**config.mk**
```make
export PLATFORM = sky130hd
export DESIGN_NAME = dma_tx_engine
export DESIGN_NICKNAME = d
export VERILOG_FILES = /design/src/rtl/soc_mem_pkg.sv /design/src/rtl/dma_tx_engine.sv
export VERILOG_INCLUDE_DIRS = /design/src /design/src/rtl
export SDC_FILE = /design/constraint.sdc
export NUM_CORES = 1
export LEC_CHECK = 0
export BUFFER_PORTS_ARGS = -buffer_cell sky130_fd_sc_hd__buf_2
export CAP_MARGIN = 30
export CORE_ASPECT_RATIO = 1.5
export CORE_MARGIN = 2
export CORE_UTILIZATION = 50
export CTS_CLUSTER_SIZE = 20
export DETAILED_ROUTE_END_ITERATION = 8
export PLACE_DENSITY = 0.82
export SKIP_LAST_GASP = 1
export SYNTH_ARGS = -nofsm -noshare
export SYNTH_HDL_FRONTEND = slang
export SYNTH_SLANG_ARGS = --single-unit
```
**constraint.sdc**
```tcl
create_clock -name clk -period 15.6 [get_ports clk]
set_input_delay 2.34 -clock clk [delete_from_list [all_inputs] [get_ports clk]]
set_output_delay 2.34 -clock clk [all_outputs]
set_load 0.02 [all_outputs]
```
**src/rtl/soc_dma_cfg.svh**
```systemverilog
// Build-time widths, sizes and register map of the SRAM/DMA streaming subsystem
`ifndef SOC_DMA_CFG_SVH
`define SOC_DMA_CFG_SVH

// Data path and address widths
`define SOC_WORD_W        64
`define SOC_ADDR_W        32

// Shared SRAM size in words
`define SOC_SRAM_DEPTH    1024

// MMIO window, 4 KB at 0x4000_0000
`define SOC_MMIO_BASE     32'h4000_0000
`define SOC_MMIO_MASK     32'hFFFF_F000

// DMA register offsets inside the window
`define SOC_REG_CONTROL   32'h0000_0000
`define SOC_REG_SRC_RX    32'h0000_0008
`define SOC_REG_DST_TX    32'h0000_0010
`define SOC_REG_LEN_RX    32'h0000_0018
`define SOC_REG_LEN_TX    32'h0000_001C
`define SOC_REG_STATUS    32'h0000_0020

// Packet geometry: 3 words carry one 192-bit flat packet, 185 bits used
`define SOC_BEATS_PER_PKT 3
`define SOC_PKT_FLAT_W    192
`define SOC_CGRA_PKT_W    185

`endif

```
**src/rtl/soc_mem_pkg.sv**
```systemverilog
// Memory-side types shared by the SRAM, CSR block, DMA engines and loopback
`include "soc_dma_cfg.svh"

package soc_mem_pkg;

  // --------------------------------------------------
  // Addressing and data
  // --------------------------------------------------

  // Byte address as seen on the host port and engine ports
  typedef logic [`SOC_ADDR_W-1:0] mem_addr_t;

  // One SRAM word
  typedef logic [`SOC_WORD_W-1:0] mem_word_t;

  // --------------------------------------------------
  // Streaming
  // --------------------------------------------------

  // Number of packets in one DMA job
  typedef logic [31:0] pkt_count_t;

  // Flat packet, word j of the SRAM image sits at bits 64j and up
  typedef logic [`SOC_PKT_FLAT_W-1:0] pkt_flat_t;

endpackage

```
**src/rtl/dma_tx_engine.sv**
```systemverilog
// DMA TX engine, takes one flat packet and writes it to the SRAM as three words
`timescale 1ns/10ps
`include "soc_dma_cfg.svh"

module dma_tx_engine (
  input  logic                    clk,
  input  logic                    rstn,
  // Job control
  input  logic                    start_i,
  input  soc_mem_pkg::mem_addr_t  dst_addr_i,
  input  soc_mem_pkg::pkt_count_t len_i,
  output logic                    busy_o,
  output logic                    done_o,
  // Packet stream in
  input  soc_mem_pkg::pkt_flat_t  pkt_data_i,
  input  logic                    pkt_valid_i,
  output logic                    pkt_ready_o,
  // SRAM word port
  output logic                    mem_req_o,
  output logic                    mem_we_o,
  input  logic                    mem_gnt_i,
  output soc_mem_pkg::mem_addr_t  mem_addr_o,
  output soc_mem_pkg::mem_word_t  mem_wdata_o
);
  import soc_mem_pkg::*;

  localparam int                BEAT_W     = $clog2(`SOC_BEATS_PER_PKT);
  localparam logic [BEAT_W-1:0] LAST_BEAT  = BEAT_W'(`SOC_BEATS_PER_PKT - 1);
  localparam mem_addr_t         WORD_BYTES = mem_addr_t'(`SOC_WORD_W / 8);

  typedef enum logic [1:0] {TX_IDLE, TX_CAPTURE, TX_WRITE, TX_DONE} tx_state_e;

  tx_state_e         state_q;
  logic [BEAT_W-1:0] beat_q;
  pkt_count_t        pkts_left_q;
  mem_addr_t         addr_q;
  pkt_flat_t         buf_q;

  assign busy_o      = (state_q == TX_CAPTURE) || (state_q == TX_WRITE);
  assign done_o      = (state_q == TX_DONE);
  assign pkt_ready_o = (state_q == TX_CAPTURE);
  // Every access of this engine is a full-word write
  assign mem_req_o   = (state_q == TX_WRITE);
  assign mem_we_o    = mem_req_o;
  assign mem_addr_o  = addr_q;
  assign mem_wdata_o = buf_q[beat_q*`SOC_WORD_W +: `SOC_WORD_W];

  // --------------------------------------------------
  // Job FSM
  // --------------------------------------------------
  always_ff @(posedge clk or negedge rstn) begin
    if (!rstn) begin
      state_q     <= TX_IDLE;
      beat_q      <= '0;
      pkts_left_q <= '0;
      addr_q      <= '0;
    end else begin
      case (state_q)
        TX_IDLE: begin
          if (start_i) begin
            addr_q      <= dst_addr_i;
            pkts_left_q <= len_i;
            beat_q      <= '0;
            state_q     <= (len_i == '0) ? TX_DONE : TX_CAPTURE;
          end
        end
        TX_CAPTURE: begin
          if (pkt_valid_i) state_q <= TX_WRITE;
        end
        TX_WRITE: begin
          // One word per grant, address and word select held otherwise
          if (mem_gnt_i) begin
            addr_q <= addr_q + WORD_BYTES;
            if (beat_q == LAST_BEAT) begin
              beat_q      <= '0;
              pkts_left_q <= pkts_left_q - 1'b1;
              state_q     <= (pkts_left_q == 1) ? TX_DONE : TX_CAPTURE;
            end else begin
              beat_q <= beat_q + 1'b1;
            end
          end
        end
        // TX_DONE gives the one-cycle done pulse
        default: state_q <= TX_IDLE;
      endcase
    end
  end

  // Packet buffer
  always_ff @(posedge clk) begin
    if ((state_q == TX_CAPTURE) && pkt_valid_i) begin
      buf_q <= pkt_data_i;
    end
  end

  a_we_needs_req: assert property (@(posedge clk) disable iff (!rstn)
    mem_we_o |-> mem_req_o)
    else $error("TX write enable without request");

endmodule

```
==> impl_metrics.yaml, run 1 <==
run_status:
  status: "finished clean"
route:
  wl_per_cell_um: 19.9
  route.met3.wl_mm: 2.37
  met2_wirelength_mm: 17.0
  drtIter0Drc: 658
  routed_wl_mm: 31.9
  first_pass_iters: 5
  avgViaCountPerCell: 5.78
  drc: 0
  routed-via-count: 9237
  routed.top_layer: "met4"
  detail-route-antenna-nets: 0
  wl_met1_mm: 11.1
sta:
  fin_worst_skew_ns: 0.00658
  slew_violations: 0
  min_period_ns: 5.18
  maxSlewHeadroom_pct: 36.6
  tns_ns: 0
  rsz0062_at_grt: "false"
  finalHoldViolCount: 0
  finalSetupViolations: 0
  worstMarginPinSlew_ns: 0.951
  max_freq_ghz: 0.193
  period_share_pct: 33.2
setup_path:
  r2r_slack_ns: 12.15
  crit_type: "reg -> out"
  end_kind: "primary output"
  max_stage_delay_ns: 0.59
  cp_common_cell: "buf_4"
  crit_path_cell_trace: "buf_4 > nor2b_4 > buf_4 > nand2_1 > o21ai_0 > buf_2"
  crit_arrival_ns: 2.84
  r2r_start: "state_q[0]"
  r2r_cells: 8
  r2r_end: "pkts_left_q[27]"
  cp_top_family: "buffers and inverters"
  cp_slowest_cell: "buf_4"
  cp_num_buf_inv: 3
  startpoint_type: "flop"
  crit_fanout: 69
  worstPathRequired_ns: 13.26
yosys:
  synthArstFlopShare_pct: 26.2
  synth.area.mux_share_pct: 8.90
  netlist_area_um2: 11600
  synth-simple-area-share_pct: 11.9
  synth_top_cell_area_share_pct: 49.7
  synth-edff-count: 192
  ys_ff_latch: 260
  yosysUniqueCellTypes: 54
  synth_nets: 1224
  syn_inst: 954
  synthTopCellsByArea: "edfxtp_1 (50%), dfrtp_1 (15%), mux2i_1 (8.8%)"
  yosysSeqAreaShare_pct: 64.4
  synthAdderAreaFrac_pct: 0.970
  synth_top_area_cell: "edfxtp_1"
  postSynthAreaPerCell_um2: 12.2
  synth_xor_xnor_area_share_pct: 0
  synth-compound-area-share_pct: 11.2
  synth_top_family_by_area: "simple AND/OR/NAND/NOR gates"
  yosys_warnings: 0
  synth-main-ff-cell: "edfxtp_1"
clock_tree:
  cts_buffers: 25
  clockRootBuffer: "clkbuf_16"
  cts.sink_count: 260
  clk_pin_slew_ns: 0.07
  clockBufferDepth: 3
  clock_latency_ns: 0.52
  cts_resized: 0
  htree_num_levels: 1
  postCtsSetupRepairBufs: 0
  cts_tree: "done"
  cts_hold_buf: 0
pwr:
  pwr-share-clk_pct: 22.6
  p_int_mw: 1.72
  worst_ir_drop_vdd_mv: 0.128
  power.total_mw: 2.85
  swShare_pct: 39.6
  p_leak_nw: 5.69
  power.switching_mw: 1.13
  pwr-share-comb_pct: 38.8
  seqPwrFrac_pct: 38.7
  p_per_area_nw_per_um2: 196
min_path:
  hp-start: "mem_addr_o[2]"
  holdPathEnd: "mem_addr_o[2]"
  holdPathStages: 2
  min-delay-path-class: "reg -> reg"
floorplan:
  core.rowCount: 68
  core_area_um2: 22900
  pin_count: 362
  start_util_pct: 50.7
  die_area_um2: 24500
  die_y_um: 191
  dieWidth_um: 128
placed_design:
  place_hpwl_mm: 22.4
  port-buffer-count: 361
  routabilityCongestion: 0.881
  dpl.cell_count: 1550
  placed_cell_area_um2: 13700
layout:
  layout-drive-gt1-share_pct: 32.5
  final_util_pct: 63.6
  finalNetCount: 1568
  finalInstanceArea_um2: 14600
  stdcell_count: 1598
  area_delta_synth_final_pct: 25.4
global_route:
  overflow: 0
  grt_pass1_vias: 9217
  grt_max_degree: 83
  grt_pass1_wl_mm: 48.2
  antenna_found_initial: 3
  grtUsageTotal_pct: 25.4
run:
  cap_violations: 0
[routing by layer]
| layer | track usage, % | vias up |
|---|---|---|
| li1 | - | 4289 |
| met1 | 27.8 | 4409 |
| met2 | 46.8 | 441 |
| met3 | 5.33 | 98 |
| met4 | 11.3 | 0 |
| met5 | 0 | - |
[layout make-up]
| type | instances | area [µm²] |
|---|---|---|
| sequential | 260 | 7470 |
| timing repair buffer | 375 | 1960 |
| antenna | 3 | 7.51 |
| fill | 1751 | 8330 |
| multi-input combinational | 618 | 3830 |
| inverter | 18 | 67.6 |
| tap | 280 | 350 |
| clock inverter | 17 | 235 |
| clock buffer | 27 | 633 |
[layout by cell type, fill, tap and decap left out, types with 11 or more instances in the layout]
master,Yosys,layout
a21oi_1,40,40
nand3_1,14,14
o22ai_1,26,26
inv_1,18,18
nand4_1,14,14
clkbuf_16,0,25
mux2i_1,102,102
nor2_1,45,45
dfrtp_1,68,66
nand2_1,114,114
buf_2,1,361
edfxtp_1,192,192
nor4_1,23,23
nor3_1,26,26
a22oi_1,18,18
o21ai_0,102,102
buf_4,2,11
or3_1,11,11
[power by group through the flow]
stage / clock [mW] / sequential [mW] / combinational (mW)
6_report: 0.644 / 1.10 / 1.11
5_1_grt: 0.681 / 1.12 / 1.21
4_1_cts: 0.655 / 1.10 / 1.11
3_5_place_dp: 0 / 1.11 / 1.10
3_3_place_gp: 0 / 1.10 / 1.07
2_1_floorplan: 0 / 1.13 / 0.724
[sequential cells by signal, indices dropped and copies added, names as in the netlist]
name	cells
beat_q	2
buf_q	192
mem_addr_o	32
pkts_left_q	32
state_q	2
[per-stage QoR]
| stage | hold slack (ns) | worst slack, ns |
|---|---|---|
| final | 0.466 | 10.42 |
| after global routing | 0.504 | 10.23 |
| after CTS | 0.471 | 10.31 |
| after detailed placement | 0.456 | 10.87 |
| after global placement | 0.446 | 10.64 |
| after floorplan | 0.509 | 8.35 |
[cell usage after synthesis, types with 4 or more instances]
library cell / instances
o221a_2: 4
edfxtp_1: 192
o21ai_0: 102
o31ai_1: 5
or3_1: 11
or4_1: 8
nand2b_1: 6
and2_1: 4
a31oi_1: 4
nor3_1: 26
nor4_1: 23
mux2i_1: 102
inv_1: 18
o22ai_1: 26
nand4_1: 14
buf_1: 6
and3_1: 8
a22oi_1: 18
clkbuf_1: 45
a21oi_1: 40
nor2b_1: 4
nor2_1: 45
ha_1: 9
nand3_1: 14
dfrtp_1: 68
nand2_1: 114
o221ai_1: 4
[how the worst max path moves through the flow]
stage | from | to | cells after the start | slack, ns
after floorplan | pkt_valid_i | buf_q[0] | 1 | 8.35
after global placement | pkt_valid_i | buf_q[187] | 4 | 10.64
after detailed placement | pkt_valid_i | buf_q[135] | 5 | 10.87
after CTS | beat_q[0] | mem_wdata_o[53] | 6 | 10.31
after global routing | beat_q[0] | mem_wdata_o[53] | 6 | 10.23
final | beat_q[0] | mem_wdata_o[53] | 6 | 10.42
[worst min-delay path, cell delays in order, from the launching register on]
cell and delay, ns:
dfrtp_1 0.34, nand2_1 0.05, nand2_1 0.05
[kinds of logic (layout without fill, tap and decap cells)]
kind of cell / Yosys count / count (layout)
buffers and inverters: 76 / 437
other: 0 / 3
AO/OA/AOI/OAI: 220 / 220
multiplexers: 103 / 103
AND/OR/NAND/NOR: 286 / 286
adder cells (fa/ha/maj): 9 / 9
flip-flops: 260 / 260
Note: power is estimated with default switching activity, not from simulation.
==> run 2: changes to the inputs <==
- ABC_AREA: default -> 1
- CORE_UTILIZATION: 50 -> 47
- PLACE_DENSITY: 0.82 -> 0.81
- clock period: 15.6 -> 4.38 ns (I/O delays scaled with it)
==> impl_metrics.yaml, run 2 <==
run_status:
  status: "finished clean"
global_route:
  grt_max_degree: 83
  globalRouteMet3Util_pct: 6.92
  grt_pass1_vias: 10285
  grt_pass1_wl_mm: 54.4
  grtUsageTotal_pct: 26.4
  antenna_found_initial: 16
  overflow: 0
  grtUsageMet1_pct: 29.5
  grt_use_met2_pct: 46.8
  top_usage_layer: "met2"
yosys:
  syn_inst: 1286
  synth-compound-area-share_pct: 8.80
  synth-main-ff-cell: "edfxtp_1"
  synth-edff-count: 192
  synth_nets: 1556
  postSynthAreaPerCell_um2: 9.34
  synth_top_cell_area_share_pct: 48.0
  synthArstFlopShare_pct: 26.2
  netlist_area_um2: 12000
  synth_top_area_cell: "edfxtp_1"
  yosysSeqAreaShare_pct: 62.2
  synth.area.mux_share_pct: 0
  synth.top_cells.by_count: "nand2_1 (411), edfxtp_1 (192), nor2_1 (185)"
  yosysMostFrequentCell: "nand2_1"
  synth_xor_xnor_area_share_pct: 0.583
  synthAdderAreaFrac_pct: 0.938
  yosysUniqueCellTypes: 31
  ys_ff_latch: 260
  synthTopCellsByArea: "edfxtp_1 (48%), dfrtp_1 (14%), nand2_1 (13%)"
  synth_top_family_by_area: "simple AND/OR/NAND/NOR gates"
  yosys_warnings: 0
  synth-simple-area-share_pct: 22.5
floorplan:
  die_area_um2: 26900
  core.rowCount: 71
  pin_count: 362
  dieWidth_um: 135
  start_util_pct: 47.8
  die_y_um: 200
  core_area_um2: 25100
layout:
  largest-register: "buf_q"
  finalInstanceArea_um2: 15000
  final_common_cell: "nand2_1"
  finalNetCount: 1909
  layout_common_cells: "nand2_1 (411), buf_2 (361), edfxtp_1 (192), nor2_1 (182), inv_1 (95)"
  layout-drive-gt1-share_pct: 26.0
  largest_register_ffs: 192
  area_delta_synth_final_pct: 24.8
route:
  wl_per_cell_um: 18.2
  detail-route-antenna-nets: 0
  avgViaCountPerCell: 5.23
  first_pass_iters: 5
  routed-via-count: 10449
  drtIter0Drc: 673
  drc: 0
  routed_wl_mm: 36.3
sta:
  tns_ns: 0
  rsz0062_at_grt: "false"
  max_freq_ghz: 0.301
  worstMarginPinSlew_ns: 0.969
  fin_worst_skew_ns: 0.0208
  period_share_pct: 75.8
  slew_violations: 0
  min_period_ns: 3.32
  fin_hold_ws_ns: 0.250
  finalSetupViolations: 0
  finalHoldViolCount: 0
  maxSlewHeadroom_pct: 35.3
setup_path:
  crit_arrival_ns: 2.66
  r2r_cells: 10
  startpoint: "beat_q[1]"
  r2r_end: "pkts_left_q[14]"
  crit_type: "reg -> out"
  r2r_slack_ns: 1.61
  worstPathRequired_ns: 3.72
  crit_fanout: 40
  startpoint_type: "flop"
  r2r_start: "state_q[0]"
  end_kind: "primary output"
run:
  cap_violations: 0
clock_tree:
  cts_hold_buf: 0
  htree_num_levels: 1
  clk_pin_slew_ns: 0.06
  clockRootBuffer: "clkbuf_16"
  cts_buffers: 25
  clock_latency_ns: 0.54
  cts_resized: 0
  clockBufferDepth: 3
  cts_tree: "done"
  cts.sink_count: 260
  postCtsSetupRepairBufs: 0
min_path:
  min-delay-path-class: "in -> async"
placed_design:
  routabilityCongestion: 0.968
  port-buffer-count: 361
  placed_cell_area_um2: 14200
  place_hpwl_mm: 26.9
pwr:
  worst_ir_drop_vdd_mv: 0.448
  p_leak_nw: 6.64
  p_per_area_nw_per_um2: 690
==> run 2: changes by cell type in the layout (fill, tap and decap cells not counted), sizes merged, moves of 32 or more <==
cell   change
nor2     +142
nand3     +48
o21ai     -32
mux2i    -102
inv       +84
a22oi     +42
nand2    +299
==> run 2: worst max-delay path by stage <==
stage / to / slack [ns] / cells after the start
6_report: mem_wdata_o[13] / 1.06 / 6
5_1_grt: mem_wdata_o[17] / 0.88 / 6
4_1_cts: mem_wdata_o[13] / 1.02 / 6
3_5_place_dp: mem_wdata_o[13] / 1.60 / 6
3_3_place_gp: mem_wdata_o[58] / 1.67 / 6
2_1_floorplan: buf_q[0] / 0.27 / 4
==> run 2: critical path: stages (launching register included) <==
cell	delay, ns
dfrtp_1	0.46
inv_1	0.13
nor2_4	0.74
buf_4	0.42
nand2_1	0.10
nand2_1	0.10
buf_2	0.17
==> run 2: metrics by stage <==
stage / std cells / util [%] / total power, mW / setup WS [ns]
floorplan: 1286 / - / 6.77 / 0.265
global placement: 1940 / 56.4 / 8.10 / 1.67
detailed placement: 1940 / 56.4 / 8.19 / 1.60
CTS: 1984 / 59.5 / 10.4 / 1.02
global route: 1989 / 59.6 / 11.0 / 0.884
finish: 1996 / 59.6 / 10.3 / 1.06
==> run 2: cells by family after synthesis <==
kind of cell	count (synthesis)
AOI/OAI and AO/OA	175
xor gates and xnor gates	8
adders and majority gates	9
buffers and inverters	151
DFF	260
and+or+nand+nor	683
==> run 2: routing by layer <==
| layer | vias up | part of all wire, % |
|---|---|---|
| met5 | - | 0.19 |
| met4 | 12 | 4.6 |
| met3 | 108 | 9.0 |
| met2 | 472 | 51 |
| met1 | 4856 | 35 |
| li1 | 5001 | - |
==> run 2: report_power, final <==
part	switching (mW)	total, mW	internal, mW
sequential	0.488	3.87	3.39
clock	0.927	2.16	1.23
combinational	2.99	4.31	1.32
==> run 2: layout make-up <==
type,instances,area (µm²)
Fill cell,2126,10100
Sequential cell,260,7470
Multi-Input combinational cell,875,3980
Timing Repair Buffer,375,1920
Clock buffer,33,656
Tap cell,328,410
Inverter,102,387
Clock inverter,11,134
Antenna cell,12,30.0
