==> src/rtl/soc_dma_cfg.svh <==
// Build-time widths, sizes and register map of the SRAM/DMA streaming subsystem
`ifndef SOC_DMA_CFG_SVH
`define SOC_DMA_CFG_SVH

// Data path and address widths
`define SOC_WORD_W        64
`define SOC_ADDR_W        32

// Shared SRAM size in words
`define SOC_SRAM_DEPTH    1024

// MMIO window, 4 KB at 0x4000_0000
`define SOC_MMIO_BASE     32'h4000_0000
`define SOC_MMIO_MASK     32'hFFFF_F000

// DMA register offsets inside the window
`define SOC_REG_CONTROL   32'h0000_0000
`define SOC_REG_SRC_RX    32'h0000_0008
`define SOC_REG_DST_TX    32'h0000_0010
`define SOC_REG_LEN_RX    32'h0000_0018
`define SOC_REG_LEN_TX    32'h0000_001C
`define SOC_REG_STATUS    32'h0000_0020

// Packet geometry: 3 words carry one 192-bit flat packet, 185 bits used
`define SOC_BEATS_PER_PKT 3
`define SOC_PKT_FLAT_W    192
`define SOC_CGRA_PKT_W    185

`endif

==> src/rtl/soc_mem_pkg.sv <==
// Memory-side types shared by the SRAM, CSR block, DMA engines and loopback
`include "soc_dma_cfg.svh"

package soc_mem_pkg;

  // --------------------------------------------------
  // Addressing and data
  // --------------------------------------------------

  // Byte address as seen on the host port and engine ports
  typedef logic [`SOC_ADDR_W-1:0] mem_addr_t;

  // One SRAM word
  typedef logic [`SOC_WORD_W-1:0] mem_word_t;

  // --------------------------------------------------
  // Streaming
  // --------------------------------------------------

  // Number of packets in one DMA job
  typedef logic [31:0] pkt_count_t;

  // Flat packet, word j of the SRAM image sits at bits 64j and up
  typedef logic [`SOC_PKT_FLAT_W-1:0] pkt_flat_t;

endpackage

==> src/rtl/dma_rx_engine.sv <==
// DMA RX engine, reads three SRAM words per packet and offers the flat packet downstream
`timescale 1ns/10ps
`include "soc_dma_cfg.svh"

module dma_rx_engine (
  input  logic                    clk,
  input  logic                    rstn,
  // Job control
  input  logic                    start_i,
  input  soc_mem_pkg::mem_addr_t  src_addr_i,
  input  soc_mem_pkg::pkt_count_t len_i,
  output logic                    busy_o,
  output logic                    done_o,
  // SRAM word port
  output logic                    mem_req_o,
  input  logic                    mem_gnt_i,
  output soc_mem_pkg::mem_addr_t  mem_addr_o,
  input  soc_mem_pkg::mem_word_t  mem_rdata_i,
  // Packet stream out
  output soc_mem_pkg::pkt_flat_t  pkt_data_o,
  output logic                    pkt_valid_o,
  input  logic                    pkt_ready_i
);
  import soc_mem_pkg::*;

  localparam int                BEAT_W     = $clog2(`SOC_BEATS_PER_PKT);
  localparam logic [BEAT_W-1:0] LAST_BEAT  = BEAT_W'(`SOC_BEATS_PER_PKT - 1);
  localparam mem_addr_t         WORD_BYTES = mem_addr_t'(`SOC_WORD_W / 8);

  typedef enum logic [1:0] {RX_IDLE, RX_READ, RX_OFFER, RX_DONE} rx_state_e;

  rx_state_e         state_q;
  logic [BEAT_W-1:0] beat_q;
  pkt_count_t        pkts_left_q;
  mem_addr_t         addr_q;
  pkt_flat_t         pkt_q;

  assign busy_o      = (state_q == RX_READ) || (state_q == RX_OFFER);
  assign done_o      = (state_q == RX_DONE);
  assign mem_req_o   = (state_q == RX_READ);
  assign mem_addr_o  = addr_q;
  assign pkt_valid_o = (state_q == RX_OFFER);
  assign pkt_data_o  = pkt_q;

  always_ff @(posedge clk or negedge rstn) begin
    if (!rstn) begin
      state_q     <= RX_IDLE;
      beat_q      <= '0;
      pkts_left_q <= '0;
      addr_q      <= '0;
    end else begin
      case (state_q)
        RX_IDLE: begin
          if (start_i) begin
            addr_q      <= src_addr_i;
            pkts_left_q <= len_i;
            beat_q      <= '0;
            // Empty job finishes at once
            state_q     <= (len_i == '0) ? RX_DONE : RX_READ;
          end
        end
        RX_READ: begin
          // Address advances per granted word, so packet k starts at SRC + 24k
          if (mem_gnt_i) begin
            addr_q <= addr_q + WORD_BYTES;
            if (beat_q == LAST_BEAT) begin
              beat_q  <= '0;
              state_q <= RX_OFFER;
            end else begin
              beat_q <= beat_q + 1'b1;
            end
          end
        end
        RX_OFFER: begin
          if (pkt_ready_i) begin
            pkts_left_q <= pkts_left_q - 1'b1;
            state_q     <= (pkts_left_q == 1) ? RX_DONE : RX_READ;
          end
        end
        // RX_DONE lasts one cycle
        default: state_q <= RX_IDLE;
      endcase
    end
  end

  // Word j lands at bits 64j and up
  always_ff @(posedge clk) begin
    if ((state_q == RX_READ) && mem_gnt_i) begin
      pkt_q[beat_q*`SOC_WORD_W +: `SOC_WORD_W] <= mem_rdata_i;
    end
  end

  // Offered packet stays put until taken
  a_hold_pkt: assert property (@(posedge clk) disable iff (!rstn)
    pkt_valid_o && !pkt_ready_i |=> pkt_valid_o && $stable(pkt_data_o))
    else $error("RX packet changed while stalled");

endmodule

==> config.mk <==
export PLATFORM = sky130hd
export DESIGN_NAME = dma_rx_engine
export DESIGN_NICKNAME = d
export VERILOG_FILES = /design/src/rtl/soc_mem_pkg.sv /design/src/rtl/dma_rx_engine.sv
export VERILOG_INCLUDE_DIRS = /design/src /design/src/rtl
export SDC_FILE = /design/constraint.sdc
export NUM_CORES = 1
export LEC_CHECK = 0
export ABC_AREA = 1
export BUFFER_PORTS_ARGS = -buffer_cell sky130_fd_sc_hd__buf_4
export CORE_UTILIZATION = 47
export CTS_CLUSTER_DIAMETER = 200
export DETAILED_ROUTE_END_ITERATION = 10
export PLACE_DENSITY = 0.76
export SYNTH_ARGS = -nofsm -noshare
export SYNTH_HDL_FRONTEND = slang
export SYNTH_SLANG_ARGS = --single-unit
==> constraint.sdc <==
create_clock -name clk -period 4.1 [get_ports clk]
set_input_delay 0.82 -clock clk [delete_from_list [all_inputs] [get_ports clk]]
set_output_delay 0.82 -clock clk [all_outputs]
set_load 0.005 [all_outputs]
==> results of run 1 <==
## layout make-up
type	instances	share of cell area [%]
multi-input cells	894	24.8
clock inverters	14	0.597
flip-flops and latches	260	46.3
well taps	330	2.56
repair buffers	373	17.4
clock buffers	35	4.37
inverters	172	4.02
## metal layers
metal	vias up	global-route usage (%)
met2	445	44.8
met4	0	6.10
met3	53	4.34
li1	5177	-
met1	5061	33.2
met5	-	0
## metrics by stage
step	setup TNS, ps	instance area, sq um
5_1_grt	0	16100
3_3_place_gp	0	15300
3_5_place_dp	0	15300
4_1_cts	0	16100
2_1_floorplan	-9900	12300
6_report	0	16100
## power groups by stage
stage / Sequential (mW) / Clock (mW) / Combinational [mW]
CTS: 4.01 / 2.30 / 4.02
global placement: 4.04 / 0 / 3.87
detailed placement: 4.06 / 0 / 4.00
global route: 4.09 / 2.40 / 4.48
floorplan: 3.99 / 0 / 2.60
finish: 4.02 / 2.28 / 4.02
## state kept, by name (all words and copies together), names as in the netlist
register,count
pkt_data_o,192
beat_q,2
state_q,2
mem_addr_o,32
pkts_left_q,32
## worst paths after layout
check / from / end / slack (ps) / depth (start not counted)
min in group clk: pkts_left_q[31]$_DFFE_PN0P_ / pkts_left_q[31]$_DFFE_PN0P_ / 510 / 2
max in group asynchronous: rstn / mem_addr_o[7]$_DFFE_PN0P_ / 3050 / 1
setup reg to reg: state_q[1]$_DFFE_PN0P_ / mem_addr_o[14]$_DFFE_PN0P_ / 1580 / 11
hold / removal: rstn / mem_addr_o[31]$_DFFE_PN0P_ / 400 / 1
setup / recovery: state_q[1]$_DFFE_PN0P_ / mem_addr_o[14]$_DFFE_PN0P_ / 1580 / 11
hold reg to reg: pkts_left_q[31]$_DFFE_PN0P_ / pkts_left_q[31]$_DFFE_PN0P_ / 510 / 2
## cells by family (layout without fill, tap and decap cells)
logic type      count (synthesis)  after routing
buf+inv                       227            594
xor+xnor                        5              5
compound gates                126            126
flops                         260            260
simple gates                  750            750
fa+ha+maj                      13             13
## synthesized netlist by cell type, drive strengths merged (11+ instances only)
| master | instances |
|---|---|
| clkbuf | 28 |
| o22ai | 11 |
| o21ai | 75 |
| nand3 | 55 |
| buf | 27 |
| a21oi | 29 |
| edfxtp | 192 |
| nand2 | 286 |
| nor2 | 309 |
| dfrtp | 68 |
| inv | 171 |
| ha | 13 |
| nor3 | 86 |
## worst max-delay path: cells and delay by family, from the launching register on
family          cells  cell delay (ps)
compound gates      4              540
buf+inv             5             1190
flops               1              400
simple gates        1               60
fa+ha+maj           1              230
==> metrics.log, run 1 <==
INFO  metric ir_drop = 0.487 mV
INFO  metric route.detailed.drc = 0
INFO  metric ys_seq_elements = 260
INFO  metric die_height = 164 microns
INFO  metric final_layout_size_suffix_gt1_share = 24.5%
INFO  metric floorplan.core_area = 25,500 sq um
INFO  metric cts_tree = done
INFO  metric num_io_pins = 361
INFO  metric detail_route.wl_per_cell = 17.1 microns
INFO  metric placement.io_buffers = 360
INFO  metric grt_max_degree = 85
INFO  metric final_cell_count_no_fill = 2,078
INFO  metric buffer_count_from_post_cts_setup_fixing = 0
INFO  metric timing.hold.worst.class = primary input to async pin
INFO  metric synth_area_leader_cell = sky130_fd_sc_hd__edfxtp_1
INFO  metric p_seq_share = 39.0%
INFO  metric fin_worst_skew = 10.3 ps
INFO  metric comb_power_share = 38.9%
INFO  metric numCtsBuffers = 27
INFO  metric worstSetupEndpointType = register
INFO  metric worst_skew_pair_later_pin_latency = 530 ps
INFO  metric grt_antenna_before_repair = 0
INFO  metric dr_wl_met2 = 17.9 mm
INFO  metric dp.final_hpwl = 25.0 mm
INFO  metric cts-htree-levels = 1
INFO  metric ant_nets = 0
INFO  metric drt_first_pass_iters = 5
INFO  metric post_synth_main_area_contributors = sky130_fd_sc_hd__edfxtp_1 47%, sky130_fd_sc_hd__dfrtp_1 14%, sky130_fd_sc_hd__nor2_1 9.3%, sky130_fd_sc_hd__nand2_1 8.7%, sky130_fd_sc_hd__inv_1 5.1%
INFO  metric slew_violations = 0
INFO  metric worst_pin_slew = 952 ps
INFO  metric synth_fp_nets = 1,527
INFO  metric met3WireLength = 2.71 mm
INFO  metric netlist-cell-type-count = 39
INFO  metric multi_input_comb_area = 4000 sq um
INFO  metric simple_gate_portion_of_the_synthesized_area = 24.8%
INFO  metric vias_in_the_first_global_route = 10.0k
INFO  metric slew-limit-headroom = 36.5%
INFO  metric die-area = 26,900 sq um
INFO  metric count_of_nets_after_finishing = 1,874
INFO  metric yosys.area_share.xor_xnor = 0.355%
INFO  metric synth_async_sr_flop_share = 26.2%
INFO  metric initialDrtViolationCount = 778
INFO  metric final_cell_mix = 372 x sky130_fd_sc_hd__buf_4, 302 x sky130_fd_sc_hd__nor2_1, 285 x sky130_fd_sc_hd__nand2_1
INFO  metric syn_area_per_cell = 8.93 sq um
INFO  metric syn-cell-area = 12,300 sq um
INFO  metric critical_path.cell_chain = inv_1 -> ha_1 -> inv_2 -> o21ai_4 -> a21oi_4 -> buf_4 -> inv_2 -> a21oi_1 -> nand2_1 -> o21ai_1 -> inv_1
INFO  metric yosys_warnings = 0
INFO  metric path_class = register to register
INFO  metric via_count = 10.7k
INFO  metric total_congestion_overflow = 0
INFO  metric synth-adder-area-share = 1.32%
INFO  metric hold_viol_final = 0
INFO  metric clock_power_share = 22.1%
INFO  metric outcome = finished clean
INFO  metric p_leak = 7.00 nW
INFO  metric cts_resized = 0
INFO  metric drv.max_cap_violation_count = 0
INFO  metric synth-compound-area-share = 5.64%
INFO  metric floorplan.initialDensity = 48.4%
INFO  metric gp_routability_congestion = 0.918
INFO  metric mostFrequentLayoutCell = sky130_fd_sc_hd__buf_4
INFO  metric top_signal_layer_used = met4
INFO  metric clock.fmax = 396 MHz
INFO  metric clk_pin_slew = 60 ps
INFO  metric place.detailed.instances = 2,029
INFO  metric fillerInstances = 2,110
INFO  metric synthMuxAreaShare = 0%
INFO  metric critPathSlowestCell = sky130_fd_sc_hd__inv_2
INFO  metric clock_sinks = 260
INFO  metric critical_path_arrival = 2950 ps
INFO  metric regArea = 7470 sq um
INFO  metric power.net_switching = 4.10 mW
INFO  metric grt_pass1_wl = 53.4 mm
INFO  metric synthCells = 1,381
INFO  metric synth_top_flop_cell = sky130_fd_sc_hd__edfxtp_1
INFO  metric design_power_total = 10.3 mW
INFO  metric global_route.usage.total = 25.6%
INFO  metric synth_top_family_by_area = simple AND/OR/NAND/NOR gates
INFO  metric n_antenna_cell = 0
INFO  metric post-route-worst-setup-slack = 1580 ps
INFO  metric min_period_over_period = 61.6%
INFO  metric slowest_delay = 410 ps
INFO  metric synth_edf_count = 192
INFO  metric timing.critical_path.required = 4520 ps
INFO  metric placementRows = 58
INFO  metric clock_path_buffers = 3
INFO  metric critical_path_peak_fanout = 37
INFO  metric rsz_0062_raised_after_global_routing = no
INFO  metric finalCriticalPeriod = 2520 ps
INFO  metric timing.final.setup_violations = 0
INFO  metric postLayoutCoreUtil = 63.4%
INFO  metric ys_seq_area_share = 60.6%
INFO  metric synth.top_cell.area_share = 46.8%
INFO  metric sw_frac_of_total = 39.8%
INFO  metric route.detailed.vias_per_inst = 5.17
INFO  metric postCtsHoldBufs = 0
INFO  metric critPathLaunchType = register
INFO  metric preCtsSetupSlack = 1600 ps
INFO  metric die-width = 164 microns
INFO  metric met1_length = 14.1 mm
INFO  metric power_per_cell_area = 639 nW/um^2
INFO  metric finalHoldWorstSlack = 399 ps
INFO  metric route.final.wire_length = 35.4 mm
INFO  metric ctsRootBufferMaster = sky130_fd_sc_hd__clkbuf_16
INFO  metric area_growth = 30.9%
INFO  metric cell_internal_pwr = 6.21 mW
Note: power is estimated with default switching activity, not from simulation.
==> run 2: changes to the inputs <==
Settings changed: CORE_UTILIZATION 47 to 52, PLACE_DENSITY 0.76 to 0.8.
Clock period 4.1 ns to 2.4 ns, I/O delays scaled along.
==> run 2 against run 1 <==
  * Sequential share of layout area is 0.40 points lower
  * First-iteration DRC count grew 2.3%
  * Cell area increased by 0.87%
  * Utilization grew 7.7 points
  * Clock skew rose by 6.0 ps
  * Flip-flop and latch count unchanged
  * Via count increased by 1.6%
  * Die area fell by 9.5%
  * Count of clock-buffer cells in the layout is 2 lower
  * Cell count shrank 0.58%
  * Non-clock buffer count rose by 6
  * Critical path type is now register to output pin
  * Combinational power is 76% higher
==> metrics.log, run 2 (synthesis results as in run 1) <==
INFO  metric outcome = finished clean
INFO  metric critPathLaunchType = register
INFO  metric total_congestion_overflow = 0 (unchanged)
INFO  metric cp_num_buf_inv = 3 (-2)
INFO  metric grt_pass1_wl = 54.4 mm (+1.8%)
INFO  metric power.net_switching = 7.02 mW (+71%)
INFO  metric fin_tns_setup = 0 ps (unchanged)
INFO  metric clock_sinks = 260 (unchanged)
INFO  metric final_cell_mix = 369 x sky130_fd_sc_hd__buf_4, 302 x sky130_fd_sc_hd__nor2_1, 284 x sky130_fd_sc_hd__nand2_1
INFO  metric critical-path-top-delay-family = buffers and inverters
INFO  metric mostFrequentLayoutCell = sky130_fd_sc_hd__buf_4
INFO  metric worstSetupEndpointType = output pin
INFO  metric buffer_count_from_post_cts_setup_fixing = 0 (unchanged)
INFO  metric route.detailed.vias_per_inst = 5.28 (+2.2%)
INFO  metric final_layout_size_suffix_gt1_share = 24.9% (+0.33 points)
INFO  metric critPathSlowestCell = sky130_fd_sc_hd__dfrtp_1
INFO  metric num_io_pins = 361 (unchanged)
INFO  metric route.detailed.drc = 0 (unchanged)
INFO  metric critical_path_peak_fanout = 46 (+24%)
INFO  metric critical_path_arrival = 1820 ps (-1130 ps)
INFO  metric clock_power_share = 22.1% (about the same)
INFO  metric slew_violations = 0 (unchanged)
INFO  metric r2r_start = state_q[0]$_DFFE_PN0P_
INFO  metric cts-htree-levels = 1 (unchanged)
INFO  metric p_seq_share = 38.4% (-0.6 points)
INFO  metric worst_skew_pair_later_pin_latency = 530 ps (about the same)
INFO  metric reg2reg_to = pkts_left_q[8]$_DFFE_PN0P_
INFO  metric cell_internal_pwr = 10.9 mW (+75%)
INFO  metric timing.hold.worst.class = primary input to register
INFO  metric route.final.wire_length = 35.6 mm (+0.45%)
INFO  metric holdCritStartpoint = src_addr_i[2]
INFO  metric min_period_over_period = 95.9%
INFO  metric placed_cell_area = 15,400 sq um (+0.69%)
INFO  metric worst_setup_endpoint = mem_req_o
INFO  metric count_of_nets_after_finishing = 1,880 (+0.32%)
INFO  metric largest_reg_flops = 192 (unchanged)
INFO  metric initialDrtViolationCount = 796 (+2.3%)
INFO  metric fin_worst_skew = 16.3 ps (+6.00 ps)
INFO  metric floorplan.initialDensity = 53.8% (+5.4 points)
INFO  metric comb_power_share = 39.5% (+0.6 points)
INFO  metric clock_path_buffers = 3 (unchanged)
INFO  metric fin_area = 16,300 sq um (+0.87%)
INFO  metric ctsRootBufferMaster = sky130_fd_sc_hd__clkbuf_16
INFO  metric detail_route.wl_per_cell = 17.2 microns (+1.0%)
INFO  metric die-width = 156 microns (-4.9%)
INFO  metric path_class = register to output pin
INFO  metric numCtsBuffers = 27 (unchanged)
INFO  metric finalCriticalPeriod = 2300 ps
INFO  metric timing.final.setup_violations = 0 (unchanged)
INFO  metric rsz_0062_raised_after_global_routing = no
INFO  metric drt_first_pass_iters = 5 (unchanged)
INFO  metric hold_viol_final = 0 (unchanged)
INFO  metric postLayoutCoreUtil = 71.0% (+7.7 points)
INFO  metric worst-path-stages = 4 (-7)
INFO  metric critical_path.cell_chain = inv_1 -> ha_1 -> buf_6 -> buf_4
INFO  metric worst_pin_slew = 500 ps (-452 ps)
INFO  metric sw_frac_of_total = 39.2% (-0.51 points)
INFO  metric ff2ff_setup_slack = 420 ps (-1160 ps)
INFO  metric via_count = 10.9k (+1.6%)
INFO  metric gp_routability_congestion = 0.932 (+1.6%)
INFO  metric finalHoldWorstSlack = 179 ps (-220 ps)
INFO  metric p_leak = 7.08 nW (+1.1%)
INFO  metric die-area = 24,300 sq um (-9.5%)
INFO  metric area_growth = 32.0%
INFO  metric ant_nets = 0 (unchanged)
INFO  metric clk_pin_slew = 60 ps (about the same)
INFO  metric die_height = 156 microns (-4.9%)
INFO  metric slowest_delay = 410 ps (about the same)
INFO  metric power_per_cell_area = 1100 nW/um^2 (+72%)
INFO  metric grt_max_degree = 85 (unchanged)
INFO  metric vias_in_the_first_global_route = 10.2k (+1.8%)
INFO  metric clock.fmax = 434 MHz
INFO  metric dp.final_hpwl = 25.2 mm (+0.92%)
INFO  metric drv.max_cap_violation_count = 0 (unchanged)
INFO  metric timing.critical_path.required = 1920 ps (-2600 ps)
INFO  metric global_route.usage.total = 28.8% (+3.2 points)
INFO  metric ir_drop = 0.900 mV (+85%)
INFO  metric placement.io_buffers = 360 (unchanged)
INFO  metric placementRows = 55 (-5.2%)
INFO  metric design_power_total = 17.9 mW (+73%)
INFO  metric floorplan.core_area = 22,900 sq um (-10%)
INFO  metric n_antenna_cell = 0 (unchanged)
INFO  metric startpoint = state_q[1]$_DFFE_PN0P_
INFO  metric slew-limit-headroom = 66.7% (+30 points)
INFO  metric cts_tree = done
INFO  metric grt_antenna_before_repair = 0 (unchanged)
INFO  metric timing.reg2reg.worst_path_depth = 10 (-1)
-- run 2: changes by cell type in the layout (fill, tap and decap cells not counted), sizes merged --
| cell | previous run | this run |
|---|---|---|
| dlygate4sd3 | 0 | 1 |
| clkbuf | 35 | 33 |
| bufinv | 1 | 2 |
| clkinvlp | 3 | 2 |
| buf | 373 | 378 |
| clkinv | 11 | 12 |
-- run 2: layer usage --
metal / track usage (%) / up-vias / wire, microns
li1: - / 5189 / -
met3: 4.17 / 79 / 3000
met4: 11.3 / 0 / 1370
met5: 0 / - / 0
met1: 37.0 / 5085 / 13700
met2: 49.3 / 559 / 17500
-- run 2: worst min path at each step --
| stage | cells after the start | end | slack, ps |
|---|---|---|---|
| 2_1_floorplan | 0 | beat_q[0]$_DFFE_PN0P_ | 180 |
| 3_3_place_gp | 1 | mem_addr_o[19]$_DFFE_PN0P_ | 420 |
| 3_5_place_dp | 1 | mem_addr_o[19]$_DFFE_PN0P_ | 420 |
| 4_1_cts | 3 | mem_addr_o[2]$_DFFE_PN0P_ | 160 |
| 5_1_grt | 3 | mem_addr_o[0]$_DFFE_PN0P_ | 180 |
| 6_report | 3 | mem_addr_o[2]$_DFFE_PN0P_ | 180 |
-- run 2: through the flow --
| step | cells | worst slack (ps) |
|---|---|---|
| final | 2066 | 98.1 |
| after global routing | 2066 | 3.62 |
| after CTS | 2066 | 82.4 |
| after detailed placement | 2017 | 455 |
| after global placement | 2017 | 516 |
| after floorplan | 1381 | 27.0 |
-- run 2: cell type report --
type	instances	area [sq um]
multi-input combinational	894	4000
clock buffer	33	698
clock inverter	15	124
timing repair buffer	379	2950
fill	1763	6640
tap	313	392
sequential	260	7470
inverter	172	648
-- run 2: power by group through the flow --
| stage | Clock [mW] | Combinational [mW] | Sequential (mW) |
|---|---|---|---|
| 6_report | 3.95 | 7.06 | 6.88 |
| 5_1_grt | 4.18 | 7.86 | 7.00 |
| 4_1_cts | 3.99 | 7.07 | 6.86 |
| 3_5_place_dp | 0 | 7.01 | 6.93 |
| 3_3_place_gp | 0 | 6.77 | 6.92 |
| 2_1_floorplan | 0 | 4.47 | 6.79 |
-- run 2: worst reg2reg max path: cells and delay by family, from the launching register on --
family | cells | cell delay [ps]
AO/OA/AOI/OAI | 2 | 330
adder cells (fa/ha/maj) | 1 | 240
buffers and inverters | 4 | 660
flip-flops | 1 | 370
AND/OR/NAND/NOR | 3 | 250
-- run 2: timing repair --
action	4_1_cts	5_1_grt
hold buffers	1	0
hold endpoints to repair	25	0
endpoints found under the setup margin	1	0
resized for setup	1	0
