--- config.mk ---
export PLATFORM = sky130hd
export DESIGN_NAME = dma_csr
export DESIGN_NICKNAME = d
export VERILOG_FILES = /design/src/rtl/soc_mem_pkg.sv /design/src/rtl/dma_csr.sv
export VERILOG_INCLUDE_DIRS = /design/src /design/src/rtl
export SDC_FILE = /design/constraint.sdc
export NUM_CORES = 1
export LEC_CHECK = 0
export BUFFER_PORTS_ARGS = -buffer_cell sky130_fd_sc_hd__buf_2
export CAP_MARGIN = 0
export CELL_PAD_IN_SITES_DETAIL_PLACEMENT = 0
export CELL_PAD_IN_SITES_GLOBAL_PLACEMENT = 1
export CORE_MARGIN = 2
export CORE_UTILIZATION = 34
export DETAILED_ROUTE_END_ITERATION = 8
export GPL_ROUTABILITY_DRIVEN = 0
export GPL_TIMING_DRIVEN = 0
export PLACE_DENSITY_LB_ADDON = 0.1
export SYNTH_ARGS = -nofsm -noshare
export SYNTH_HDL_FRONTEND = slang
export SYNTH_SLANG_ARGS = --single-unit
export TNS_END_PERCENT = 50
--- constraint.sdc ---
create_clock -name clk -period 2.8 [get_ports clk]
set_input_delay 0.28 -clock clk [delete_from_list [all_inputs] [get_ports clk]]
set_output_delay 0.28 -clock clk [all_outputs]
set_load 0.1 [all_outputs]
--- src/rtl/soc_dma_cfg.svh ---
// Build-time widths, sizes and register map of the SRAM/DMA streaming subsystem
`ifndef SOC_DMA_CFG_SVH
`define SOC_DMA_CFG_SVH

// Data path and address widths
`define SOC_WORD_W        64
`define SOC_ADDR_W        32

// Shared SRAM size in words
`define SOC_SRAM_DEPTH    1024

// MMIO window, 4 KB at 0x4000_0000
`define SOC_MMIO_BASE     32'h4000_0000
`define SOC_MMIO_MASK     32'hFFFF_F000

// DMA register offsets inside the window
`define SOC_REG_CONTROL   32'h0000_0000
`define SOC_REG_SRC_RX    32'h0000_0008
`define SOC_REG_DST_TX    32'h0000_0010
`define SOC_REG_LEN_RX    32'h0000_0018
`define SOC_REG_LEN_TX    32'h0000_001C
`define SOC_REG_STATUS    32'h0000_0020

// Packet geometry: 3 words carry one 192-bit flat packet, 185 bits used
`define SOC_BEATS_PER_PKT 3
`define SOC_PKT_FLAT_W    192
`define SOC_CGRA_PKT_W    185

`endif

--- src/rtl/soc_mem_pkg.sv ---
// Memory-side types shared by the SRAM, CSR block, DMA engines and loopback
`include "soc_dma_cfg.svh"

package soc_mem_pkg;

  // --------------------------------------------------
  // Addressing and data
  // --------------------------------------------------

  // Byte address as seen on the host port and engine ports
  typedef logic [`SOC_ADDR_W-1:0] mem_addr_t;

  // One SRAM word
  typedef logic [`SOC_WORD_W-1:0] mem_word_t;

  // --------------------------------------------------
  // Streaming
  // --------------------------------------------------

  // Number of packets in one DMA job
  typedef logic [31:0] pkt_count_t;

  // Flat packet, word j of the SRAM image sits at bits 64j and up
  typedef logic [`SOC_PKT_FLAT_W-1:0] pkt_flat_t;

endpackage

--- src/rtl/dma_csr.sv ---
// Host-port MMIO decode with the DMA control and status registers
`timescale 1ns/10ps
`include "soc_dma_cfg.svh"

module dma_csr (
  input  logic                    clk,
  input  logic                    rstn,
  // Host port
  input  soc_mem_pkg::mem_addr_t  host_addr_i,
  input  soc_mem_pkg::mem_word_t  host_wdata_i,
  input  logic                    host_we_i,
  output soc_mem_pkg::mem_word_t  host_rdata_o,
  // SRAM side of the host port
  output logic                    ram_we_o,
  input  soc_mem_pkg::mem_word_t  ram_rdata_i,
  // RX engine control
  output logic                    start_rx_o,
  output soc_mem_pkg::mem_addr_t  src_rx_o,
  output soc_mem_pkg::pkt_count_t len_rx_o,
  input  logic                    busy_rx_i,
  input  logic                    done_rx_i,
  // TX engine control
  output logic                    start_tx_o,
  output soc_mem_pkg::mem_addr_t  dst_tx_o,
  output soc_mem_pkg::pkt_count_t len_tx_o,
  input  logic                    busy_tx_i,
  input  logic                    done_tx_i
);
  import soc_mem_pkg::*;

  logic      is_mmio;
  mem_addr_t reg_off;
  mem_word_t reg_rdata;
  logic      done_rx_q;
  logic      done_tx_q;

  // --------------------------------------------------
  // Window decode
  // --------------------------------------------------
  assign is_mmio  = (host_addr_i & `SOC_MMIO_MASK) == (`SOC_MMIO_BASE & `SOC_MMIO_MASK);
  assign reg_off  = host_addr_i & ~`SOC_MMIO_MASK;
  // Register writes never reach the SRAM
  assign ram_we_o = host_we_i && !is_mmio;

  // --------------------------------------------------
  // Register write side
  // --------------------------------------------------
  always_ff @(posedge clk or negedge rstn) begin
    if (!rstn) begin
      start_rx_o <= 1'b0;
      start_tx_o <= 1'b0;
      done_rx_q  <= 1'b0;
      done_tx_q  <= 1'b0;
      src_rx_o   <= '0;
      dst_tx_o   <= '0;
      len_rx_o   <= '0;
      len_tx_o   <= '0;
    end else begin
      // One-shot start, dropped once the engine reports busy
      if (start_rx_o && busy_rx_i) start_rx_o <= 1'b0;
      if (start_tx_o && busy_tx_i) start_tx_o <= 1'b0;
      // Sticky completion flags
      if (done_rx_i) done_rx_q <= 1'b1;
      if (done_tx_i) done_tx_q <= 1'b1;
      if (host_we_i && is_mmio) begin
        case (reg_off)
          `SOC_REG_CONTROL: begin
            // Writing a start bit also clears the matching done flag
            if (host_wdata_i[0]) begin
              start_rx_o <= 1'b1;
              done_rx_q  <= 1'b0;
            end
            if (host_wdata_i[1]) begin
              start_tx_o <= 1'b1;
              done_tx_q  <= 1'b0;
            end
          end
          `SOC_REG_SRC_RX: src_rx_o <= host_wdata_i[`SOC_ADDR_W-1:0];
          `SOC_REG_DST_TX: dst_tx_o <= host_wdata_i[`SOC_ADDR_W-1:0];
          `SOC_REG_LEN_RX: len_rx_o <= host_wdata_i[31:0];
          `SOC_REG_LEN_TX: len_tx_o <= host_wdata_i[31:0];
          default: ;
        endcase
      end
    end
  end

  // --------------------------------------------------
  // Read mux
  // --------------------------------------------------
  always_comb begin
    case (reg_off)
      `SOC_REG_CONTROL: reg_rdata = mem_word_t'({start_tx_o, start_rx_o});
      `SOC_REG_SRC_RX:  reg_rdata = mem_word_t'(src_rx_o);
      `SOC_REG_DST_TX:  reg_rdata = mem_word_t'(dst_tx_o);
      `SOC_REG_LEN_RX:  reg_rdata = mem_word_t'(len_rx_o);
      `SOC_REG_LEN_TX:  reg_rdata = mem_word_t'(len_tx_o);
      // STATUS: done_tx, busy_tx, done_rx, busy_rx from bit 3 down
      `SOC_REG_STATUS:  reg_rdata = mem_word_t'({done_tx_q, busy_tx_i, done_rx_q, busy_rx_i});
      default:          reg_rdata = '0;
    endcase
  end

  assign host_rdata_o = is_mmio ? reg_rdata : ram_rdata_i;

endmodule

==> metrics.txt, run 1 <==
measured slew at the worst slew-check pin=0.658 ns; Achievable Freq=364 MHz; worst hold margin=0.0624 ns; Max-slew headroom=0.559; RR Startpoint=len_tx_o[13]; n_diodes=0; vias in the first global route=6,741; Tmin final=2.75 ns; Critical Path AT=2.47 ns; power density cells=486 nW/um2; die area=21,500 um2; layout cells sized above 1=0.646; Die Height=147 um; worst clock skew=0 ns; Area growth syn-to-layout=45.1%; leakage=5.19 nW; GRT Util Overall=0.255; R2R Setup Slk=1.98 ns; largest net degree at the start of global routing=69; Async SR Flop Fraction=1.00; crit path launch type=input port; Num CTS Buffers=17; antenna violations before repair=1; count of input and output buffers=329; Final Util=0.499; Routed WL=27,700 um; Max clock buf depth=2; Max H-tree Level=4; Final nets=1,084; status=finished clean; clk sink count=132; Unique masters post-synth=41; RSZ-0062 raised after global routing=true; setup TNS=0 ns; Bufs and invs on worst path=4; sequential share of the synthesized area=0.478; critical path class=input port to primary output; HP Class=input port to flip-flop; worst IR drop on VDD=0.443 mV; Avg Synthesized Cell Area=12.3 um2; GRT Residual Overflow=0; Pre-antenna DRT Iters=7; DR vias=6,408; Final setup viols=0; CP max stage delay=0.67 ns; Yosys warning count=0; Worst-Skew Late Latency=0.42 ns; DRC violations left=0; Net Count, Synth=727; starting density of the core=0.344; CP required=2.52 ns; crit path to=host_rdata_o[25]; most frequent cells in the layout=298 x buf_2, 138 x mux2_2, 132 x dfrtp_1, 33 x buf_4, 32 x and2_1; Pins Over Slew Limit=0; DRT iter0 DRCs=234; count of final hold-check violations=0; Worst Hold Launch=busy_rx_i; io pins=362; die width=147 um; hpwl dp=20,700 um; Post-Syn Area=6910 um2; Routed Antenna Nets=0; worst reg2reg path endpoint=len_tx_o[13]; stages on the worst setup path=8; Setup crit end kind=primary output; start point of the critical path=host_addr_i[5]; clock transition at the registers of the reported paths=0.06 ns; Max Cap Viol=0; commonest non-fill, non-tap cell in the layout=buf_2; CP delay by family, top=simple AND/OR/NAND/NOR gates; Main synth FF type=dfrtp_1; Final period util=0.982; Slowest-stage cell, CP=or4b_2; reg2reg path depth=1; number of synthesized flops with an enable pin=0; Vias/cell=5.34; Cell Area, Placed=9120 um2; post-route cell area=10,000 um2; Tot Pwr=4.87 mW; clock root buffer=clkbuf_16; area of the core=20,100 um2; Rows=52; CTS tree=built; CP cell instances=buf_2, or4b_2, clkbuf_1, clkbuf_2, nor4_1, a221oi_1, o21ai_4, buf_4; WL per Instance=23.1 um; maximum fanout along the worst path=10; Synth Instances=560; Synth Register Bits=132; global-route wire length before repair=41,100 um
## Yosys cell counts, drive strengths merged, types with 4 or more instances
library cell / number / area share
a221oi: 14 / 0.018
a222oi: 9 / 0.013
a22o: 12 / 0.015
and2: 32 / 0.029
buf: 18 / 0.023
clkbuf: 31 / 0.017
dfrtp: 132 / 0.48
inv: 5 / 0.0027
mux2: 150 / 0.24
mux2i: 11 / 0.016
nand3: 10 / 0.0072
nor4: 28 / 0.035
o21ai: 54 / 0.039
or3: 4 / 0.0036
or3b: 15 / 0.019
## routing by layer
layer	part of all wire	routed length, um	GRT usage
met1	0.40	11100	0.302
met2	0.52	14300	0.456
met3	0.059	1640	0.0541
met4	0.023	646	0.0922
met5	0.00065	18	0
## through the flow
stage / setup WS, ns / instances
after detailed placement: -1.15 / 1160
after floorplan: -0.509 / 560
final: 0.0517 / 1200
after global placement: -1.14 / 1159
after global routing: -0.0646 / 1200
after CTS: 0.00527 / 1198
## cell type report
cell class | count | area, um2
Fill cell | 1882 | 10100
Multi-Input combinational cell | 374 | 3590
Sequential cell | 132 | 3300
Timing Repair Buffer | 338 | 1860
Clock buffer | 19 | 433
Tap cell | 270 | 338
Buffer | 49 | 334
Clock inverter | 13 | 150
Inverter | 5 | 18.8
## kinds of logic (layout without fill, tap and decap cells)
group | after synthesis | in the layout | share of synthesized area
compound gates | 100 | 100 | 0.0982
flops | 132 | 132 | 0.478
mux | 162 | 162 | 0.264
buf+inv | 54 | 424 | 0.0429
simple gates | 112 | 112 | 0.117
## power breakdown
part | switching [mW] | total [mW] | internal, mW | leakage (nW)
sequential | 0.00000000963 | 1.91 | 1.91 | 1.83
clock | 0.898 | 2.22 | 1.32 | 0.268
combinational | 0.563 | 0.740 | 0.177 | 3.09
total | 1.46 | 4.87 | 3.41 | 5.19
## worst min path at each step
stage / to / slack [ns] / cells past startpoint
2_1_floorplan: done_rx_q / -0.02 / 0
3_3_place_gp: done_rx_q / 0.49 / 1
3_5_place_dp: len_tx_o[12] / 0.32 / 1
4_1_cts: start_rx_o / 0.04 / 2
5_1_grt: start_rx_o / 0.06 / 2
6_report: start_rx_o / 0.06 / 2
## timing repair
item | CTS | global route
resized for setup | 72 | 26
buffers inserted | 5 | 2
endpoints found under the hold margin | 64 | 0
hold buffers | 1 | 0
setup endpoints to repair | 58 | 31
pin swaps | 3 | 1
## sequential cells by signal, indices dropped and copies added (netlist names)
register and flops:
start_rx_o 1, src_rx_o 32, start_tx_o 1, len_rx_o 32, dst_tx_o 32, done_tx_q 1
done_rx_q 1, len_tx_o 32
Note: power is estimated with default switching activity, not from simulation.
==> run 2: changes to the inputs <==
--- a/config.mk
+++ b/config.mk
@@ -12,9 +12,9 @@
 export CELL_PAD_IN_SITES_GLOBAL_PLACEMENT = 1
 export CORE_MARGIN = 2
 export CORE_UTILIZATION = 34
+export CTS_BUF_LIST = sky130_fd_sc_hd__clkbuf_16
 export DETAILED_ROUTE_END_ITERATION = 8
 export GPL_ROUTABILITY_DRIVEN = 0
-export GPL_TIMING_DRIVEN = 0
 export PLACE_DENSITY_LB_ADDON = 0.1
 export SYNTH_ARGS = -nofsm -noshare
 export SYNTH_HDL_FRONTEND = slang
==> metrics.txt, run 2 (synthesized netlist as in run 1, its figures left out) <==
io pins=362 (unchanged); DRT iter0 DRCs=257 (was 234); # resized after CTS=0 (was 72); Worst-Skew Late Latency=0.41 ns (was 0.42 ns); layout cells sized above 1=0.645 (was 0.646); CP max stage delay=0.60 ns (was 0.67 ns); DRC violations left=0 (unchanged); worst IR drop on VDD=0.393 mV (was 0.443 mV); commonest non-fill, non-tap cell in the layout=buf_2 (unchanged); GRT Residual Overflow=0 (unchanged); Final nets=1,059 (was 1,084); Max-slew headroom=0.332 (was 0.559); CP cell instances=buf_2, or4_4, buf_4, nor4_2, buf_4, a221oi_1, o21ai_2, buf_12 (was buf_2, or4b_2, clkbuf_1, clkbuf_2, nor4_1, a221oi_1, o21ai_4, buf_4); crit path launch type=input port (unchanged); Critical Path AT=2.39 ns (was 2.47 ns); R2R Setup Slk=1.98 ns (about the same); Max clock buf depth=2 (unchanged); CP required=2.52 ns (about the same); Area growth syn-to-layout=48.6% (was 45.1%); Pins Over Slew Limit=0 (unchanged); Final Util=0.511 (was 0.499); Setup crit end kind=primary output (unchanged); clock root buffer=clkbuf_16 (unchanged); hpwl dp=19,100 um (was 20,700 um); count of final hold-check violations=0 (unchanged); count of input and output buffers=329 (unchanged); Final period util=0.954 (was 0.982); Final setup viols=0 (unchanged); largest net degree at the start of global routing=108 (was 69); die width=147 um (unchanged); most frequent cells in the layout=296 x buf_2, 138 x mux2_2, 132 x dfrtp_1, 37 x buf_12, 32 x and2_1 (was 298 x buf_2, 138 x mux2_2, 132 x dfrtp_1, 33 x buf_4, 32 x and2_1); Multi-input gate area=3530 um2 (was 3590 um2); Achievable Freq=374 MHz (was 364 MHz); GRT Util Overall=0.240 (was 0.255); Pre-antenna DRT Iters=4 (was 7); starting density of the core=0.344 (unchanged); cell mode on critical path=buf_4; Rows=52 (unchanged); FF/Latch Area=3300 um2 (unchanged); CTS tree=built (unchanged); Die Height=147 um (unchanged); Tmin final=2.67 ns (was 2.75 ns); die area=21,500 um2 (unchanged); post-CTS setup buffers=0 (was 5); measured slew at the worst slew-check pin=1.00 ns (was 0.658 ns); leakage=5.25 nW (was 5.19 nW); area of the core=20,100 um2 (unchanged); Fillers=1,850 (was 1,882); Routed Antenna Nets=0 (unchanged); antenna violations before repair=1 (unchanged); maximum fanout along the worst path=14 (was 10); Vias/cell=5.29 (was 5.34); vias in the first global route=6,606 (was 6,741); global-route wire length before repair=39,300 um (was 41,100 um); Max Cap Viol=0 (unchanged); critical path class=input port to primary output (unchanged); Num CTS Buffers=17 (unchanged); RSZ-0062 raised after global routing=false (was true); Routed WL=26,100 um (was 27,700 um); HP Class=input port to async pin (was input port to flip-flop); DR vias=6,215 (was 6,408); power density cells=498 nW/um2 (was 486 nW/um2); clock transition at the registers of the reported paths=0.06 ns (about the same); reg2reg path depth=1 (unchanged); setup TNS=0 ns (unchanged); Slowest-stage cell, CP=or4_4 (was or4b_2); Max H-tree Level=4 (unchanged); hold buffers post-CTS=0 (was 1); clk sink count=132 (unchanged); status=finished clean (unchanged); WL per Instance=22.2 um (was 23.1 um); worst clock skew=0 ns (unchanged)
run 2: per-stage QoR:
| stage | setup slack (ns) | cells | hold WS [ns] | area (um2) | power (mW) |
|---|---|---|---|---|---|
| 2_1_floorplan | -0.509 | 560 | -0.0156 | 7100 | 2.41 |
| 3_3_place_gp | 0.138 | 1143 | 0.472 | 9630 | 2.74 |
| 3_5_place_dp | 0.132 | 1143 | 0.490 | 9630 | 2.74 |
| 4_1_cts | 0.113 | 1174 | 0.0413 | 10300 | 5.17 |
| 5_1_grt | 0.0217 | 1175 | 0.0723 | 10300 | 5.27 |
| 6_report | 0.128 | 1175 | 0.0145 | 10300 | 5.11 |
run 2: critical path, delay by kind of cell:
family                 cells  cell delay (ns)
buffers and inverters      4             0.82
AOI/OAI and AO/OA          2             0.37
and+or+nand+nor            2             0.91
run 2: worst paths after layout:
path                           startpoint         endpoint
max reg2reg                   len_tx_o[1]      len_tx_o[1]
max                        host_addr_i[9]  host_rdata_o[5]
max in group asynchronous            rstn     dst_tx_o[19]
min in group clk                busy_rx_i       start_rx_o
min                                  rstn     len_rx_o[15]
min reg2reg                  src_rx_o[29]     src_rx_o[29]
run 2: layout make-up:
class / count / area share
multi-input cells: 374 / 0.344
flip-flops and latches: 132 / 0.322
repair buffers: 362 / 0.238
clock buffers: 17 / 0.0414
well taps: 270 / 0.0329
clock inverters: 14 / 0.0205
inverters: 5 / 0.00183
diodes: 1 / 0.000244
run 2: metal layers:
metal	share of wire	up-vias	GRT usage
met4	0.016	0	0.0947
met3	0.055	21	0.0484
li1	-	2796	-
met5	0	-	0
met2	0.53	235	0.426
met1	0.40	3163	0.286
run 2: where the power goes:
group / internal, mW / switching, mW / leakage (nW) / total [mW]
clock: 1.57 / 0.838 / 0.298 / 2.41
combinational: 0.233 / 0.566 / 3.12 / 0.799
sequential: 1.91 / 0.00000000900 / 1.83 / 1.91
==> run 3: changes to the inputs <==
--- a/config.mk
+++ b/config.mk
@@ -14,8 +14,9 @@
 export CORE_UTILIZATION = 34
 export CTS_BUF_LIST = sky130_fd_sc_hd__clkbuf_16
 export DETAILED_ROUTE_END_ITERATION = 8
-export GPL_ROUTABILITY_DRIVEN = 0
+export GPL_ROUTABILITY_DRIVEN = 1
 export PLACE_DENSITY_LB_ADDON = 0.1
+export RECOVER_POWER = 25
 export SYNTH_ARGS = -nofsm -noshare
 export SYNTH_HDL_FRONTEND = slang
 export SYNTH_SLANG_ARGS = --single-unit
==> metrics.txt, run 3 (synthesized netlist as in run 1, its figures left out) <==
Achievable Freq=375 MHz (was 374 MHz); Critical Path AT=2.39 ns (about the same); Final period util=0.954 (about the same); io pins=362 (unchanged); die width=147 um (unchanged); WL per Instance=22.2 um (about the same); Setup crit end kind=primary output (unchanged); Pins Over Slew Limit=108 (was 0); vias in the first global route=6,606 (unchanged); routability cong.=0.860; hold buffers post-CTS=0 (unchanged); area of the core=20,100 um2 (unchanged); DRC violations left=0 (unchanged); commonest non-fill, non-tap cell in the layout=buf_2 (unchanged); setup ws final=0.130 ns (was 0.128 ns); most frequent cells in the layout=297 x buf_2, 138 x mux2_2, 132 x dfrtp_1, 37 x buf_12, 32 x and2_1 (was 296 x buf_2, 138 x mux2_2, 132 x dfrtp_1, 37 x buf_12, 32 x and2_1); FF/Latch Area=3300 um2 (unchanged); power density cells=498 nW/um2 (about the same); Cell Area, Placed=9630 um2 (unchanged); antenna violations before repair=1 (unchanged); global-route wire length before repair=39,300 um (unchanged); CP cell instances=buf_2, or4_4, buf_4, nor4_2, buf_4, a221oi_1, o21ai_2, buf_12 (unchanged); Finished Layout Cells=1,175 (unchanged); Slowest-stage cell, CP=or4_4 (unchanged); count of final hold-check violations=0 (unchanged); Final nets=1,059 (unchanged); layout cells sized above 1=0.645 (unchanged); largest net degree at the start of global routing=108 (unchanged); CP max stage delay=0.60 ns (about the same); Max-slew headroom=-0.638 (was 0.332); crit path launch type=input port (unchanged); Max Cap Viol=1 (was 0); maximum fanout along the worst path=14 (unchanged); leakage=5.25 nW (about the same); Rows=52 (unchanged); Area growth syn-to-layout=48.5% (was 48.6%); status=complete, but fails checks (was finished clean); # resized after CTS=0 (unchanged); Tot Pwr=5.11 mW (about the same); CP required=2.52 ns (about the same); count of input and output buffers=329 (unchanged); measured slew at the worst slew-check pin=2.46 ns (was 1.00 ns); die area=21,500 um2 (unchanged); DR vias=6,210 (was 6,215); starting density of the core=0.344 (unchanged); Vias/cell=5.29 (about the same); cell mode on critical path=buf_4 (unchanged); RSZ-0062 raised after global routing=false (unchanged); critical path class=input port to primary output (unchanged); placed insts=1,143 (unchanged); Setup WS pre-CTS=0.132 ns (unchanged); Max clock buf depth=2 (unchanged); Routed WL=26,100 um (about the same); Final setup viols=0 (unchanged); DRT iter0 DRCs=256 (was 257); Routed Antenna Nets=0 (unchanged); post-route cell area=10,300 um2 (about the same); Fillers=1,850 (unchanged); HP Class=input port to flip-flop (was input port to async pin); Tmin final=2.67 ns (about the same); GRT Residual Overflow=0 (unchanged); Worst-Skew Late Latency=0.41 ns (about the same); failing checks=capacitance limit, slew limit; clk sink count=132 (unchanged); clock transition at the registers of the reported paths=0.06 ns (about the same); worst hold margin=0.0687 ns (was 0.0145 ns); hpwl dp=19,100 um (unchanged); GRT Util Overall=0.240 (unchanged); Multi-input gate area=3530 um2 (unchanged); worst IR drop on VDD=0.393 mV (about the same); Num CTS Buffers=17 (unchanged); post-CTS setup buffers=0 (unchanged); worst clock skew=0 ns (unchanged); Max H-tree Level=4 (unchanged); clock root buffer=clkbuf_16 (unchanged); Die Height=147 um (unchanged); CTS tree=built (unchanged); Pre-antenna DRT Iters=4 (unchanged)
run 3: changes by cell type in the layout (fill, tap and decap cells not counted):
cell / before / now
buf_2: 296 / 297
buf_6: 1 / 0
buf_4: 28 / 27
clkbuf_2: 0 / 1
run 3: power breakdown:
group          switching [mW]  internal (mW)
combinational           0.566          0.232
clock                   0.838           1.57
sequential      0.00000000900           1.91
total                    1.40           3.71
run 3: layout make-up:
cell class / instances / share of cell area
clock inverters: 14 / 0.0205
diodes: 1 / 0.000244
well taps: 270 / 0.0329
multi-input cells: 374 / 0.344
repair buffers: 362 / 0.237
clock buffers: 17 / 0.0415
flip-flops and latches: 132 / 0.322
inverters: 5 / 0.00183
run 3: path summary, 6_finish.rpt:
kind | start | to | slack [ns] | cells after the start
max | host_addr_i[9] | host_rdata_o[5] | 0.13 | 8
min | busy_rx_i | start_rx_o | 0.07 | 2
max reg2reg | len_tx_o[1] | len_tx_o[1] | 1.98 | 1
min reg2reg | src_rx_o[29] | src_rx_o[29] | 0.51 | 1
max in group asynchronous | rstn | dst_tx_o[0] | 0.74 | 1
min in group asynchronous | rstn | len_rx_o[15] | 0.63 | 1
run 3: metrics by stage:
step                      utilization  TNS, ns
after floorplan                     -    -2.38
after global placement          0.479        0
after detailed placement        0.479        0
after CTS                       0.511        0
after global routing            0.510        0
final                           0.510        0
run 3: metal layers:
layer,GRT usage,vias up,wire (um)
li1,-,2795,-
met1,0.286,3160,10400
met2,0.426,234,13800
met3,0.0484,21,1420
met4,0.0947,0,430
met5,0,-,0
run 3: worst max-delay path, delay by kind of cell:
family / cells / cell delay (ns)
buffers and inverters: 4 / 0.82
AO/OA/AOI/OAI: 2 / 0.37
AND/OR/NAND/NOR: 2 / 0.91
